===== config.mk =====
export PLATFORM = sky130hd
export DESIGN_NAME = branch_unit
export DESIGN_NICKNAME = d
export VERILOG_FILES = /design/src/logic/branch_pkg.sv /design/src/logic/spill_cell.sv /design/src/logic/branch_logic.sv /design/src/logic/branch_rs.sv /design/src/logic/branch_unit.sv
export SDC_FILE = /design/constraint.sdc
export NUM_CORES = 1
export LEC_CHECK = 0
export BUFFER_PORTS_ARGS = -buffer_cell sky130_fd_sc_hd__buf_2
export CORE_ASPECT_RATIO = 0.7
export CORE_MARGIN = 3
export CORE_UTILIZATION = 45
export DETAILED_ROUTE_END_ITERATION = 16
export MAX_ROUTING_LAYER = met4
export SYNTH_ARGS = -nofsm -noshare
export SYNTH_HDL_FRONTEND = slang
export SYNTH_SLANG_ARGS = --single-unit

===== constraint.sdc =====
create_clock -name clk_i -period 15.95 [get_ports clk_i]
set_input_delay 0.7975 -clock clk_i [delete_from_list [all_inputs] [get_ports clk_i]]
set_output_delay 0.7975 -clock clk_i [all_outputs]
set_load 0.01 [all_outputs]

===== src/logic/branch_pkg.sv =====
// Branch unit package with widths, branch encodings and handshake payload types

package branch_pkg;

    // ------------------------------------------------------------
    // Widths and sizes
    // ------------------------------------------------------------
    localparam int XLEN          = 32;
    localparam int ROB_IDX_LEN   = 4;
    // Must stay a power of two
    localparam int BU_RS_DEPTH   = 4;
    localparam int BU_RS_IDX_LEN = $clog2(BU_RS_DEPTH);

    typedef logic [ROB_IDX_LEN-1:0] rob_idx_t;

    typedef enum logic [2:0] {
        BEQ,
        BNE,
        BLT,
        BGE,
        BLTU,
        BGEU,
        JUMP
    } branch_type_t;

    // ------------------------------------------------------------
    // Payloads
    // ------------------------------------------------------------

    // Branch as delivered by the issue stage
    typedef struct packed {
        branch_type_t     branch_type;
        logic             rs1_ready;
        rob_idx_t         rs1_idx;
        logic [XLEN-1:0]  rs1_value;
        logic             rs2_ready;
        rob_idx_t         rs2_idx;
        logic [XLEN-1:0]  rs2_value;
        logic [XLEN-1:0]  imm_value;
        rob_idx_t         dest_idx;
        logic [XLEN-1:0]  curr_pc;
        logic [XLEN-1:0]  pred_target;
        logic             pred_taken;
    } bu_issue_t;

    // Operands from the station to the branch logic
    typedef struct packed {
        logic [BU_RS_IDX_LEN-1:0] entry_idx;
        branch_type_t             branch_type;
        logic [XLEN-1:0]          rs1;
        logic [XLEN-1:0]          rs2;
        logic [XLEN-1:0]          imm;
        logic [XLEN-1:0]          curr_pc;
        logic [XLEN-1:0]          pred_target;
        logic                     pred_taken;
    } bu_op_t;

    // Resolved branch on its way back to the station
    typedef struct packed {
        logic [BU_RS_IDX_LEN-1:0] entry_idx;
        logic                     mispredicted;
        logic                     taken;
        logic [XLEN-1:0]          target;
    } bu_res_t;

    typedef struct packed {
        rob_idx_t         rob_idx;
        logic [XLEN-1:0]  res_value;
        logic             mispredicted;
        logic             taken;
    } cdb_data_t;

endpackage


===== src/logic/spill_cell.sv =====
// Two-slot valid/ready skid buffer that registers both the data and the ready path
`timescale 1ns/1ps

module spill_cell #(
    parameter type DATA_T = logic
) (
    input  logic  clk_i,
    input  logic  reset_i,
    input  logic  flush_i,

    input  logic  valid_i,
    output logic  ready_o,
    input  DATA_T data_i,

    output logic  valid_o,
    input  logic  ready_i,
    output DATA_T data_o
);

    logic  valid_q;
    logic  skid_valid_q;
    DATA_T data_q;
    DATA_T skid_q;
    logic  in_fire;
    logic  load_out;

    assign in_fire  = valid_i && ready_o;
    // Output slot is empty or drains this cycle
    assign load_out = !valid_q || ready_i;

    always_ff @(posedge clk_i) begin
        if (reset_i || flush_i) begin
            valid_q      <= 1'b0;
            skid_valid_q <= 1'b0;
        end else if (load_out) begin
            valid_q      <= skid_valid_q || in_fire;
            skid_valid_q <= 1'b0;
        end else if (in_fire) begin
            skid_valid_q <= 1'b1;
        end
    end

    // Skid slot first, so order is kept
    always_ff @(posedge clk_i) begin
        if (load_out) begin
            data_q <= skid_valid_q ? skid_q : data_i;
        end
        if (!load_out && in_fire) begin
            skid_q <= data_i;
        end
    end

    assign ready_o = !skid_valid_q;
    assign valid_o = valid_q;
    assign data_o  = data_q;

    a_hold_stalled : assert property (
        @(posedge clk_i) disable iff (reset_i)
        valid_o && !ready_i && !flush_i |=> valid_o && $stable(data_o)
    ) else $error("spill_cell output changed while stalled");

endmodule


===== src/logic/branch_logic.sv =====
// Combinational branch resolution: condition, target and misprediction check
`timescale 1ns/1ps

module branch_logic import branch_pkg::*; (
    input  bu_op_t  op_i,
    output bu_res_t res_o
);

    logic            taken;
    logic [XLEN-1:0] target;
    logic            wrong_dir;
    logic            wrong_tgt;

    // ------------------------------------------------------------
    // Condition evaluation
    // ------------------------------------------------------------
    always_comb begin
        case (op_i.branch_type)
            BEQ:     taken = (op_i.rs1 == op_i.rs2);
            BNE:     taken = (op_i.rs1 != op_i.rs2);
            BLT:     taken = ($signed(op_i.rs1) < $signed(op_i.rs2));
            BGE:     taken = ($signed(op_i.rs1) >= $signed(op_i.rs2));
            BLTU:    taken = (op_i.rs1 < op_i.rs2);
            BGEU:    taken = (op_i.rs1 >= op_i.rs2);
            JUMP:    taken = 1'b1;
            default: taken = 1'b0;
        endcase
    end

    // Jumps share the PC-relative adder
    assign target = op_i.curr_pc + op_i.imm;

    // Compare against what the front end assumed
    assign wrong_dir = (op_i.pred_taken != taken);
    assign wrong_tgt = (op_i.pred_target != target);

    assign res_o.entry_idx    = op_i.entry_idx;
    assign res_o.mispredicted = wrong_dir || wrong_tgt;
    assign res_o.taken        = taken;
    assign res_o.target       = target;

endmodule


===== src/logic/branch_rs.sv =====
// Branch reservation station with CDB snooping, in-order-by-index dispatch and CDB retire
`timescale 1ns/1ps

module branch_rs import branch_pkg::*; (
    input  logic      clk_i,
    input  logic      reset_i,
    input  logic      flush_i,

    input  logic      issue_valid_i,
    output logic      issue_ready_o,
    input  bu_issue_t issue_data_i,

    input  logic      cdb_valid_i,
    input  cdb_data_t cdb_data_i,

    output logic      bu_valid_o,
    input  logic      bu_ready_i,
    output bu_op_t    bu_op_o,

    input  logic      res_valid_i,
    output logic      res_ready_o,
    input  bu_res_t   res_i,

    output logic      cdb_valid_o,
    input  logic      cdb_ready_i,
    output cdb_data_t cdb_data_o
);

    typedef enum logic [1:0] {
        ST_FREE,
        ST_WAITING,
        ST_DISPATCHED,
        ST_DONE
    } entry_state_t;

    entry_state_t             state_q [BU_RS_DEPTH];
    bu_issue_t                ent_q [BU_RS_DEPTH];
    logic                     res_mis_q [BU_RS_DEPTH];
    logic                     res_taken_q [BU_RS_DEPTH];
    logic [XLEN-1:0]          res_target_q [BU_RS_DEPTH];

    logic [BU_RS_DEPTH-1:0]   free_vec;
    logic [BU_RS_DEPTH-1:0]   ready_vec;
    logic [BU_RS_DEPTH-1:0]   done_vec;
    logic [BU_RS_DEPTH-1:0]   snoop_rs1;
    logic [BU_RS_DEPTH-1:0]   snoop_rs2;
    logic                     issue_snoop_rs1;
    logic                     issue_snoop_rs2;
    logic [BU_RS_IDX_LEN-1:0] free_idx;
    logic [BU_RS_IDX_LEN-1:0] disp_idx;
    logic [BU_RS_IDX_LEN-1:0] cdb_idx;
    logic                     issue_fire;
    logic                     bu_fire;
    logic                     cdb_fire;

    // Lowest set bit wins
    function automatic logic [BU_RS_IDX_LEN-1:0] lowest_idx(input logic [BU_RS_DEPTH-1:0] vec);
        logic [BU_RS_IDX_LEN-1:0] idx;
        idx = '0;
        for (int i = BU_RS_DEPTH - 1; i >= 0; i--) begin
            if (vec[i]) begin
                idx = BU_RS_IDX_LEN'(i);
            end
        end
        return idx;
    endfunction

    // ------------------------------------------------------------
    // Entry status and selection
    // ------------------------------------------------------------
    always_comb begin
        for (int i = 0; i < BU_RS_DEPTH; i++) begin
            free_vec[i]  = (state_q[i] == ST_FREE);
            ready_vec[i] = (state_q[i] == ST_WAITING) && ent_q[i].rs1_ready
                           && ent_q[i].rs2_ready;
            done_vec[i]  = (state_q[i] == ST_DONE);
            snoop_rs1[i] = cdb_valid_i && !ent_q[i].rs1_ready
                           && (ent_q[i].rs1_idx == cdb_data_i.rob_idx);
            snoop_rs2[i] = cdb_valid_i && !ent_q[i].rs2_ready
                           && (ent_q[i].rs2_idx == cdb_data_i.rob_idx);
        end
    end

    // Operand broadcast in the same cycle as the issue
    assign issue_snoop_rs1 = cdb_valid_i && !issue_data_i.rs1_ready
                             && (issue_data_i.rs1_idx == cdb_data_i.rob_idx);
    assign issue_snoop_rs2 = cdb_valid_i && !issue_data_i.rs2_ready
                             && (issue_data_i.rs2_idx == cdb_data_i.rob_idx);

    assign free_idx = lowest_idx(free_vec);
    assign disp_idx = lowest_idx(ready_vec);
    assign cdb_idx  = lowest_idx(done_vec);

    assign issue_ready_o = |free_vec;
    assign bu_valid_o    = |ready_vec;
    assign cdb_valid_o   = |done_vec;
    // Slot is already reserved by the dispatch
    assign res_ready_o   = 1'b1;

    assign issue_fire = issue_valid_i && issue_ready_o;
    assign bu_fire    = bu_valid_o && bu_ready_i;
    assign cdb_fire   = cdb_valid_o && cdb_ready_i;

    // Operands to the branch logic
    assign bu_op_o.entry_idx   = disp_idx;
    assign bu_op_o.branch_type = ent_q[disp_idx].branch_type;
    assign bu_op_o.rs1         = ent_q[disp_idx].rs1_value;
    assign bu_op_o.rs2         = ent_q[disp_idx].rs2_value;
    assign bu_op_o.imm         = ent_q[disp_idx].imm_value;
    assign bu_op_o.curr_pc     = ent_q[disp_idx].curr_pc;
    assign bu_op_o.pred_target = ent_q[disp_idx].pred_target;
    assign bu_op_o.pred_taken  = ent_q[disp_idx].pred_taken;

    // Not-taken branches write the fall-through address
    assign cdb_data_o.rob_idx      = ent_q[cdb_idx].dest_idx;
    assign cdb_data_o.res_value    = res_taken_q[cdb_idx] ? res_target_q[cdb_idx]
                                                          : ent_q[cdb_idx].curr_pc + XLEN'(4);
    assign cdb_data_o.mispredicted = res_mis_q[cdb_idx];
    assign cdb_data_o.taken        = res_taken_q[cdb_idx];

    // ------------------------------------------------------------
    // Entry state machine
    // ------------------------------------------------------------
    always_ff @(posedge clk_i) begin
        if (reset_i || flush_i) begin
            for (int i = 0; i < BU_RS_DEPTH; i++) begin
                state_q[i] <= ST_FREE;
            end
        end else begin
            for (int i = 0; i < BU_RS_DEPTH; i++) begin
                case (state_q[i])
                    ST_FREE: begin
                        if (issue_fire && free_idx == BU_RS_IDX_LEN'(i)) begin
                            state_q[i] <= ST_WAITING;
                        end
                    end
                    ST_WAITING: begin
                        if (bu_fire && disp_idx == BU_RS_IDX_LEN'(i)) begin
                            state_q[i] <= ST_DISPATCHED;
                        end
                    end
                    ST_DISPATCHED: begin
                        if (res_valid_i && res_i.entry_idx == BU_RS_IDX_LEN'(i)) begin
                            state_q[i] <= ST_DONE;
                        end
                    end
                    default: begin
                        if (cdb_fire && cdb_idx == BU_RS_IDX_LEN'(i)) begin
                            state_q[i] <= ST_FREE;
                        end
                    end
                endcase
            end
        end
    end

    // Entry payload, operand capture and result write-back
    always_ff @(posedge clk_i) begin
        for (int i = 0; i < BU_RS_DEPTH; i++) begin
            if (issue_fire && state_q[i] == ST_FREE && free_idx == BU_RS_IDX_LEN'(i)) begin
                ent_q[i] <= issue_data_i;
                if (issue_snoop_rs1) begin
                    ent_q[i].rs1_ready <= 1'b1;
                    ent_q[i].rs1_value <= cdb_data_i.res_value;
                end
                if (issue_snoop_rs2) begin
                    ent_q[i].rs2_ready <= 1'b1;
                    ent_q[i].rs2_value <= cdb_data_i.res_value;
                end
            end else if (state_q[i] == ST_WAITING) begin
                if (snoop_rs1[i]) begin
                    ent_q[i].rs1_ready <= 1'b1;
                    ent_q[i].rs1_value <= cdb_data_i.res_value;
                end
                if (snoop_rs2[i]) begin
                    ent_q[i].rs2_ready <= 1'b1;
                    ent_q[i].rs2_value <= cdb_data_i.res_value;
                end
            end
            if (res_valid_i && state_q[i] == ST_DISPATCHED
                    && res_i.entry_idx == BU_RS_IDX_LEN'(i)) begin
                res_mis_q[i]    <= res_i.mispredicted;
                res_taken_q[i]  <= res_i.taken;
                res_target_q[i] <= res_i.target;
            end
        end
    end

    // Results come back through the spill cell, so check the slot owner
    a_res_to_dispatched : assert property (
        @(posedge clk_i) disable iff (reset_i)
        res_valid_i |-> state_q[res_i.entry_idx] == ST_DISPATCHED
    ) else $error("branch result for an entry that is not dispatched");

    a_full_blocks_issue : assert property (
        @(posedge clk_i) disable iff (reset_i)
        issue_fire && $countones(free_vec) == 1 && !cdb_fire && !flush_i |=> !issue_ready_o
    ) else $error("issue accepted with every entry busy");

endmodule


===== src/logic/branch_unit.sv =====
// Branch unit top joining the station, branch logic and the result and CDB buffers
`timescale 1ns/1ps

module branch_unit import branch_pkg::*; (
    input  logic      clk_i,
    input  logic      reset_i,
    input  logic      flush_i,

    input  logic      issue_valid_i,
    output logic      issue_ready_o,
    input  bu_issue_t issue_data_i,

    input  logic      cdb_valid_i,
    input  cdb_data_t cdb_data_i,

    input  logic      cdb_ready_i,
    output logic      cdb_valid_o,
    output cdb_data_t cdb_data_o
);

    // Station to branch logic
    logic      bu_valid;
    logic      bu_ready;
    bu_op_t    bu_op;
    bu_res_t   logic_res;

    // Result cell back to the station
    logic      res_valid;
    logic      res_ready;
    bu_res_t   res_data;

    // Station to the CDB cell
    logic      rs_cdb_valid;
    logic      rs_cdb_ready;
    cdb_data_t rs_cdb_data;

    // ------------------------------------------------------------
    // Reservation station
    // ------------------------------------------------------------
    branch_rs u_branch_rs (
        .clk_i         (clk_i),
        .reset_i       (reset_i),
        .flush_i       (flush_i),
        .issue_valid_i (issue_valid_i),
        .issue_ready_o (issue_ready_o),
        .issue_data_i  (issue_data_i),
        .cdb_valid_i   (cdb_valid_i),
        .cdb_data_i    (cdb_data_i),
        .bu_valid_o    (bu_valid),
        .bu_ready_i    (bu_ready),
        .bu_op_o       (bu_op),
        .res_valid_i   (res_valid),
        .res_ready_o   (res_ready),
        .res_i         (res_data),
        .cdb_valid_o   (rs_cdb_valid),
        .cdb_ready_i   (rs_cdb_ready),
        .cdb_data_o    (rs_cdb_data)
    );

    // ------------------------------------------------------------
    // Resolution path
    // ------------------------------------------------------------
    branch_logic u_branch_logic (
        .op_i  (bu_op),
        .res_o (logic_res)
    );

    spill_cell #(
        .DATA_T (bu_res_t)
    ) u_res_cell (
        .clk_i   (clk_i),
        .reset_i (reset_i),
        .flush_i (flush_i),
        .valid_i (bu_valid),
        .ready_o (bu_ready),
        .data_i  (logic_res),
        .valid_o (res_valid),
        .ready_i (res_ready),
        .data_o  (res_data)
    );

    // Output register towards the CDB
    spill_cell #(
        .DATA_T (cdb_data_t)
    ) u_cdb_cell (
        .clk_i   (clk_i),
        .reset_i (reset_i),
        .flush_i (flush_i),
        .valid_i (rs_cdb_valid),
        .ready_o (rs_cdb_ready),
        .data_i  (rs_cdb_data),
        .valid_o (cdb_valid_o),
        .ready_i (cdb_ready_i),
        .data_o  (cdb_data_o)
    );

endmodule


Word level (Yosys, flattened, before mapping)
Memories as Yosys holds them, arrays and structs flattened.
Cells that the tools add are included.
- bits in registers: 115
- RAM bits: 856
- input port bits: 222
- output and inout port bits: 40
- memories: 5
- memories (name ; words ; bits a word ; read ports ; clocked after memory_dff ; write ports ; RTL line ; source):
    u_branch_rs.ent_q ; 4 ; 178 ; 6 ; 0 ; 4 ; branch_rs.sv:37 ; bu_issue_t ent_q [BU_RS_DEPTH];
    u_branch_rs.res_target_q ; 4 ; 32 ; 1 ; 0 ; 1 ; branch_rs.sv:40 ; logic [XLEN-1:0] res_target_q [BU_RS_DEPTH];
    u_branch_rs.state_q ; 4 ; 2 ; 4 ; 0 ; 4 ; branch_rs.sv:36 ; entry_state_t state_q [BU_RS_DEPTH];
    u_branch_rs.res_mis_q ; 4 ; 1 ; 1 ; 0 ; 1 ; branch_rs.sv:38 ; logic res_mis_q [BU_RS_DEPTH];
    u_branch_rs.res_taken_q ; 4 ; 1 ; 1 ; 0 ; 1 ; branch_rs.sv:39 ; logic res_taken_q [BU_RS_DEPTH];
- $add $sub $neg: 2
- order comparisons: 4
- eq/ne operators: 44
- mux-type cells: 222
- bitwise gates (word level): 48
- reduce and logical (&&, ||, !) cells: 106
- operators with widths (cell ; count):
    32-bit 2-to-1 mux ; 20
    1-bit 2-to-1 mux ; 163
    32-bit OR reduction ; 3
    2-bit 2-to-1 mux ; 37
    32-bit >= comparator ; 2
    32-bit less-than comparator ; 2
    32-bit != test ; 2
    1-bit logical AND ; 63
    1-bit OR ; 48
    4-bit == test ; 10
    38-bit 2-to-1 mux ; 1
    32-bit by 3-bit adder with 32-bit output (second input constant) ; 1
    32-bit adder ; 1
    2-bit == test (second input constant) ; 16
    32-bit == test ; 1
    2-bit by 1-bit == test with 1-bit output (second input constant) ; 8
    2-bit logical NOT ; 8
    1-bit logical NOT ; 13
    3-bit OR reduction ; 4
    4-bit OR reduction ; 3
    3-bit == test (second input constant) ; 3
    1-bit case mux with 7 select lines ; 1
    3-bit by 2-bit == test with 1-bit output (second input constant) ; 2
    1-bit OR reduction ; 6
    5 further kinds ; 8

Longest topological paths before layout
Gate-level depths: netlist of the first run.
An unclocked memory read counts as a cell.
- depth in word-level cells: 17
- depth in mapped cells: 24

Cells and area by module
Synthesis of the first run repeated with hierarchy kept, for this count alone.
- cells, all modules: 3098
- area total of the unflattened synthesis: 45134.5 um^2
- by module, submodules not included (module ; times used ; cells an instance ; area each (um^2) ; sequential area each (um^2)):
    branch_rs ; 1 ; 2335 ; 35805.6 ; 25684.6
    branch_logic ; 1 ; 516 ; 3621.0 ; 0.0
    spill_cell (u_cdb_cell) ; 1 ; 127 ; 3027.9 ; 2322.2
    spill_cell (u_res_cell) ; 1 ; 120 ; 2680.1 ; 2202.1

Worst setup path after synthesis of the first run
OpenSTA, ideal clock, no wires.
- path kind: input port to flip-flop
- start point: input cdb_ready_i
- end point: register u_cdb_cell.skid_q[0] (netlist bit) (enable)
- library setup time: 503 ps
- arrival: 4885 ps
- required time: 15447 ps
- path slack: 10562 ps
- stages: 2
- path through: nand2b_1 a311oi_1
- longest elaborated chain between the ends: 3
- ends and longest elaborated chain (what ; RTL line ; source):
    start, declared ; branch_unit.sv:16 ; input logic cdb_ready_i,
    1-bit logical OR ; spill_cell.sv:29 ; assign load_out = !valid_q || ready_i;
    1-bit logical NOT ; spill_cell.sv:48 ; if (!load_out && in_fire) begin
    1-bit logical AND ; spill_cell.sv:48 ;
    end signal, assigned ; spill_cell.sv:49 ; skid_q <= data_i;
    end, declared ; spill_cell.sv:23 ; DATA_T skid_q;
No other way between the ends.
A chain may end at the register's enable or synchronous reset.

==> flow_summary.ini, run 1 <==
[clock_tree]
path_clk_slew_ns = 0.06
cts_made_buffers = 95
clk_latency_ns = 0.67
htreeDepth = 3
cts_tree = built
postCtsSetupBuffers = 0
postCtsHoldBufs = 0
clockBufferDepth = 3
cts_resized = 0
cts.sinks = 971
clockRootBuffer = clkbuf_16

[floorplan]
core_area_um2 = 92600
die_area_um2 = 97900
die_h_um = 263
ios = 262
initial_core_util_pct = 45.7
die_w_um = 373
row_count = 93

[setup_path]
rr_worst_depth = 17
critPathRequiredTime_ns = 16.47
critPathKind = register to register
start_kind = register
rr_startpoint = u_branch_rs.state_q[0][5]$_SDFFCE_PP0P_
rr_endpoint = u_res_cell.data_o[33]$_DFF_P_
max_stage_delay_ns = 0.78
worstPathCellList = nand4b_1 > nand4_1 > buf_4 > buf_4 > o22ai_1 > nor3_1 > ha_1 > a21oi_1 > o21ai_0 > mux2i_1 > o41ai_1 > nor3_1 > xnor2_1 > o2111ai_1 > or4_1 > nor4_1 > nand4_1
reg2reg_slack_ns = 8.85
critPathCaptureType = register
cp.arrival_ns = 7.62
worst-path-max-fanout = 45
critical_path.slowest_cell = nor3_1

[power_and_ir_drop]
p_switching_mw = 1.64
powerDensity_nw_per_um2 = 127
ir_drop_mv = 0.0732
combPwrFrac_pct = 15.1
intPower_mw = 4.49
p_sw_share_pct = 26.7
p_leak_nw = 16.5
power.share.sequential_pct = 50.1
clock_power_share_pct = 34.8
fin_total_pwr_mw = 6.13

[placed_design]
hpwl_um = 83400
finalWeightedCongestion = 0.934
dp.cells = 4377
pre_cts_ws_ns = 9.08
io_buffers = 259
placedInstanceArea_um2 = 45300

[run]
cap_viol_max_count = 0

[timing]
finalSetupViolCount = 0
finalCritPeriodShare_pct = 44.5
slew-limit-headroom_pct = 11.2
setup_slack_ns = 8.85
tightest_slew_ns = 1.33
fin_skew_ns = 0.0400
max_freq_mhz = 141
min_period_ns = 7.10
rsz0062_at_grt = false
fin_setup_tns_ns = 0
hold_viol_final = 0
fin_hold_ws_ns = 0.344
drv_slew = 0

[global_routing]
grt_remaining_overflow = 0
grt_antenna_before_repair = 35
grt_pass1_vias = 27900
grt.total_usage_pct = 27.1
grt_max_degree = 90
grt_pass1_wl_um = 191000

[layout]
mostFrequentLayoutCell = edfxtp_1
final_core_util_pct = 52.1
fin_cells = 4581
final_area_um2 = 48200
area_delta_synth_final_pct = 13.9
final_cell_mix = edfxtp_1 (930), nor2_1 (270), buf_2 (259)
drive_gt1_share_pct = 22.2
nNetsFinal = 3526

[synth]
synthTopCellsByArea = edfxtp_1 (66%), mux2_2 (6.0%), nor2_1 (2.4%), a222oi_1 (2.3%), dfxtp_1 (1.9%)
seq_area_frac_synth_pct = 67.9
ys_types = 80
ys_ff_latch = 971
ys_async_sr_fraction_pct = 0
synth_area_um2 = 42400
yosys_warnings = 0
synth_edf_count = 930
synth_area_leader_cell = edfxtp_1
synth_top_area_share_pct = 65.9
syn_area_per_cell_um2 = 14.1
synth_cells = 3000
syn-num-nets = 3287
synthFlopType = edfxtp_1

[worst_hold_path]
min_path_type = input pin to register
holdPathStages = 1
holdPathEnd = u_branch_rs.ent_q[3][20]$_DFFE_PP_
hp-start = issue_data_i[20]

[run_status]
status = finished, final reports clean

[route]
initialDrtViolationCount = 3600
routed_wl_um = 133000
routedWlPerCell_um = 29.0
viasPerCell = 6.24
vias = 28600
drc_errors = 0
drtPass1Iterations = 8
ant_nets = 0
[power by group through the flow]
stage | combinational [mW] | clock (mW) | sequential (mW)
5_1_grt | 0.994 | 2.27 | 3.08
4_1_cts | 0.908 | 2.16 | 3.07
6_report | 0.925 | 2.14 | 3.07
2_1_floorplan | 0.532 | 0 | 3.10
3_3_place_gp | 0.888 | 0 | 3.11
3_5_place_dp | 0.902 | 0 | 3.12
[worst max path at each step]
stage | start | end | slack [ns]
after floorplan | cdb_ready_i | u_cdb_cell.skid_q[0]$_DFFE_PP_ | 10.56
after global placement | u_branch_rs.state_q[0][5]$_SDFFCE_PP0P_ | u_res_cell.data_o[33]$_DFF_P_ | 9.05
after detailed placement | u_branch_rs.state_q[0][5]$_SDFFCE_PP0P_ | u_res_cell.data_o[33]$_DFF_P_ | 9.08
after CTS | u_branch_rs.state_q[0][5]$_SDFFCE_PP0P_ | u_res_cell.data_o[33]$_DFF_P_ | 9.05
after global routing | u_branch_rs.state_q[0][5]$_SDFFCE_PP0P_ | u_res_cell.data_o[33]$_DFF_P_ | 8.49
final | u_branch_rs.state_q[0][5]$_SDFFCE_PP0P_ | u_res_cell.data_o[33]$_DFF_P_ | 8.85
[metal layers]
layer | global-route usage (%) | up-vias | part of all wire, % | routed length [um]
met5 | - | - | 0 | 0
met4 | 6.68 | 0 | 2.1 | 2810
met3 | 7.47 | 214 | 11 | 15100
met2 | 39.0 | 1488 | 44 | 58500
met1 | 38.1 | 14500 | 42 | 56300
li1 | - | 12400 | - | -
[worst max-delay path, delay by kind of cell (launching register included)]
family / cells / cell delay (ns)
flops: 1 / 0.49
buf+inv: 2 / 1.04
mux: 1 / 0.25
simple gates: 7 / 3.49
fa+ha+maj: 1 / 0.42
xor+xnor: 1 / 0.19
compound gates: 5 / 1.04
[logic make-up after synthesis]
logic type | Yosys count | share of synthesized area (%)
xor gates and xnor gates | 111 | 2.30
adders and majority gates | 65 | 1.94
and+or+nand+nor | 763 | 8.48
buffers and inverters | 221 | 2.01
DFF | 971 | 67.9
muxes | 233 | 6.18
AOI/OAI and AO/OA | 636 | 11.2
[cell type report]
| class | instances | area (um2) |
|---|---|---|
| clock inverters | 37 | 344 |
| fillers | 7767 | 44400 |
| multi-input cells | 1808 | 13000 |
| clock buffers | 130 | 2550 |
| inverters | 41 | 164 |
| repair buffers | 322 | 1780 |
| diodes | 37 | 92.6 |
| well taps | 1235 | 1550 |
| flip-flops and latches | 971 | 28700 |
[Yosys cell counts (32+ instances only)]
master	instances
or3_1	32
mux2_2	227
edfxtp_1	930
o22ai_1	97
nor3_1	105
ha_1	64
a22o_1	71
nor2_1	273
xnor2_1	75
o21ai_0	46
nand4_1	32
xor2_1	36
nand3_1	33
nand2_1	174
a222oi_1	96
a21oi_1	91
dfxtp_1	41
inv_1	40
clkbuf_1	145
[state kept, by name (all words and copies together) (netlist names)]
register / cells
u_branch_rs.res_mis_q: 4
u_branch_rs.res_target_q: 128
u_cdb_cell.skid_q: 38
u_branch_rs.ent_q: 712
u_res_cell.data_o: 36
u_branch_rs.res_taken_q: 4
u_cdb_cell.valid_o: 1
u_cdb_cell.skid_valid_q: 1
u_branch_rs.state_q: 8
u_cdb_cell.data_o: 38
u_res_cell.valid_o: 1
Note: power is estimated with default switching activity, not from simulation.
==> run 2: changes to the inputs <==
- clock period: 15.95 -> 7 ns (I/O delays scaled with it)
==> run 2 against run 1 <==
The flow now finishes with violations (slew limit). Sequential cell count stayed put. Power is 130% higher. Combinational power is 140% higher. First-iteration DRC count is 15% higher. Non-clock buffer count is 213 higher. Sequential share of layout area is 2.7 points lower. Cell count is 4.3% higher. Via count is 2.8% higher. Register-to-register slack worse by 8.2 ns. Clock skew is 0.0035 ns higher. Routed wire length is 0.38% higher. Largest cell class unchanged.
==> flow_summary.ini, run 2 (synthesis gave the netlist of run 1 again) <==
[run_status]
status = finished with violations
violations = slew limit

[power_and_ir_drop]
combPwrFrac_pct = 15.5
p_switching_mw = 3.85
p_sw_share_pct = 26.8
powerDensity_nw_per_um2 = 284
p_leak_nw = 17.6
clock_power_share_pct = 35.6
ir_drop_mv = 0.237
intPower_mw = 10.5
power.share.sequential_pct = 48.8

[setup_path]
critPathKind = register to register
critPathCaptureType = register
start_kind = register
cp.arrival_ns = 6.94
worst-path-max-fanout = 44
critPathRequiredTime_ns = 7.55

[clock_tree]
postCtsSetupBuffers = 0
cts.sinks = 971
cts_tree = built
htreeDepth = 3
clockRootBuffer = clkbuf_16
clockBufferDepth = 3
cts_made_buffers = 95
path_clk_slew_ns = 0.07
clk_latency_ns = 0.71

[run]
cap_viol_max_count = 0

[layout]
fillers = 7664
multiInputGateArea_um2 = 13000
nNetsFinal = 3739
mostFrequentLayoutCell = edfxtp_1
final_cell_mix = edfxtp_1 (930), nor2_1 (270), buf_2 (259)
drive_gt1_share_pct = 21.7
top_regs = u_branch_rs.ent_q x712, u_branch_rs.res_target_q x128
seqCellArea_um2 = 28700
area_delta_synth_final_pct = 19.2
largest_reg_flops = 712
top_register = u_branch_rs.ent_q

[global_routing]
grt_antenna_before_repair = 21
grt_pass1_wl_um = 195000
grt_remaining_overflow = 0
grt_max_degree = 68
grt.total_usage_pct = 27.4
grt_pass1_vias = 29100

[timing]
fin_skew_ns = 0.0435
tightest_slew_ns = 1.55
fin_setup_tns_ns = 0
max_freq_mhz = 156
finalCritPeriodShare_pct = 91.4
hold_viol_final = 0
drv_slew = 7
rsz0062_at_grt = false
finalSetupViolCount = 0
slew-limit-headroom_pct = -3.40
setup_slack_ns = 0.605
min_period_ns = 6.40

[placed_design]
pre_cts_ws_ns = 0.974
finalWeightedCongestion = 0.941
io_buffers = 259
hpwl_um = 85000

[floorplan]
ios = 262
die_w_um = 373
initial_core_util_pct = 45.7
die_h_um = 263
core_area_um2 = 92600
row_count = 93
die_area_um2 = 97900

[route]
initialDrtViolationCount = 4146
ant_nets = 0
routed_wl_um = 133000
drtPass1Iterations = 8
drc_errors = 0
vias = 29400
routedWlPerCell_um = 27.9
viasPerCell = 6.15

[worst_hold_path]
min_path_type = input pin to register
## run 2: cell types whose count changed in the layout (fill, tap and decap cells not counted), sizes merged
cell	change
buf	+18
bufinv	+5
clkinv	+13
inv	+1
clkinvlp	+1
dlygate4sd3	+195
clkbuf	-19
diode	-16
## run 2: final timing paths
| kind | slack [ns] | endpoint | depth (start not counted) | startpoint |
|---|---|---|---|---|
| setup / recovery | 0.60 | u_res_cell.data_o[33]$_DFF_P_ | 16 | u_branch_rs.state_q[0][5]$_SDFFCE_PP0P_ |
| hold / removal | 0.06 | u_branch_rs.ent_q[1][138]$_DFFE_PP_ | 2 | cdb_data_i[2] |
| setup reg to reg | 0.60 | u_res_cell.data_o[33]$_DFF_P_ | 16 | u_branch_rs.state_q[0][5]$_SDFFCE_PP0P_ |
| hold reg to reg | 0.47 | u_branch_rs.res_target_q[0][31]$_DFFE_PP_ | 0 | u_res_cell.data_o[31]$_DFF_P_ |
## run 2: power by group through the flow
stage               sequential, mW  combinational (mW)  clock, mW
floorplan                     7.07                1.21          0
global placement              7.11                2.05          0
detailed placement            7.13                2.08          0
CTS                           7.01                2.19       5.19
global route                  7.03                2.38       5.43
finish                        7.01                2.23       5.12
## run 2: stage by stage
step	power, mW	utilization (%)	instances	area [um2]	hold slack (ns)
floorplan	8.28	-	3000	42400	0.438
global placement	9.16	49.0	4395	45400	0.448
detailed placement	9.21	49.0	4395	45400	0.458
CTS	14.4	54.5	4758	50400	0.000324
global route	14.9	54.5	4778	50500	0.0427
finish	14.4	54.5	4779	50500	0.0568
## run 2: worst max-delay path, cell delays in order, from the launching register on
cell and delay, ns:
edfxtp_1 0.52, nand4b_1 0.56, a31oi_4 0.69, buf_12 0.30
nor2_1 0.08, nor3_1 0.45, ha_1 0.42, and2_1 0.23
o2111ai_1 0.34, o311a_1 0.41, nor3_1 0.64, xnor2_1 0.19
o2111ai_1 0.13, or4_1 0.54, nor4_1 0.36, buf_4 0.19
nand4_1 0.08
## run 2: area by class of cell
cell class	instances	share of cell area (%)
clock buffers	111	4.93
well taps	1235	3.06
diodes	21	0.104
multi-input cells	1808	25.8
clock inverters	57	1.13
flip-flops and latches	971	56.9
inverters	41	0.325
repair buffers	535	7.74
## run 2: repair_timing
action / in CTS / in global routing
endpoints found under the hold margin: 711 / 0
gates resized for setup: 0 / 0
hold buffers: 195 / 0
## run 2: routing by layer
layer / vias up / part of all wire [%] / GRT usage [%]
li1: 12800 / - / -
met1: 14900 / 45 / 40.2
met2: 1529 / 44 / 39.1
met3: 202 / 9.7 / 5.54
met4: 0 / 2.3 / 7.05
met5: - / 0 / -
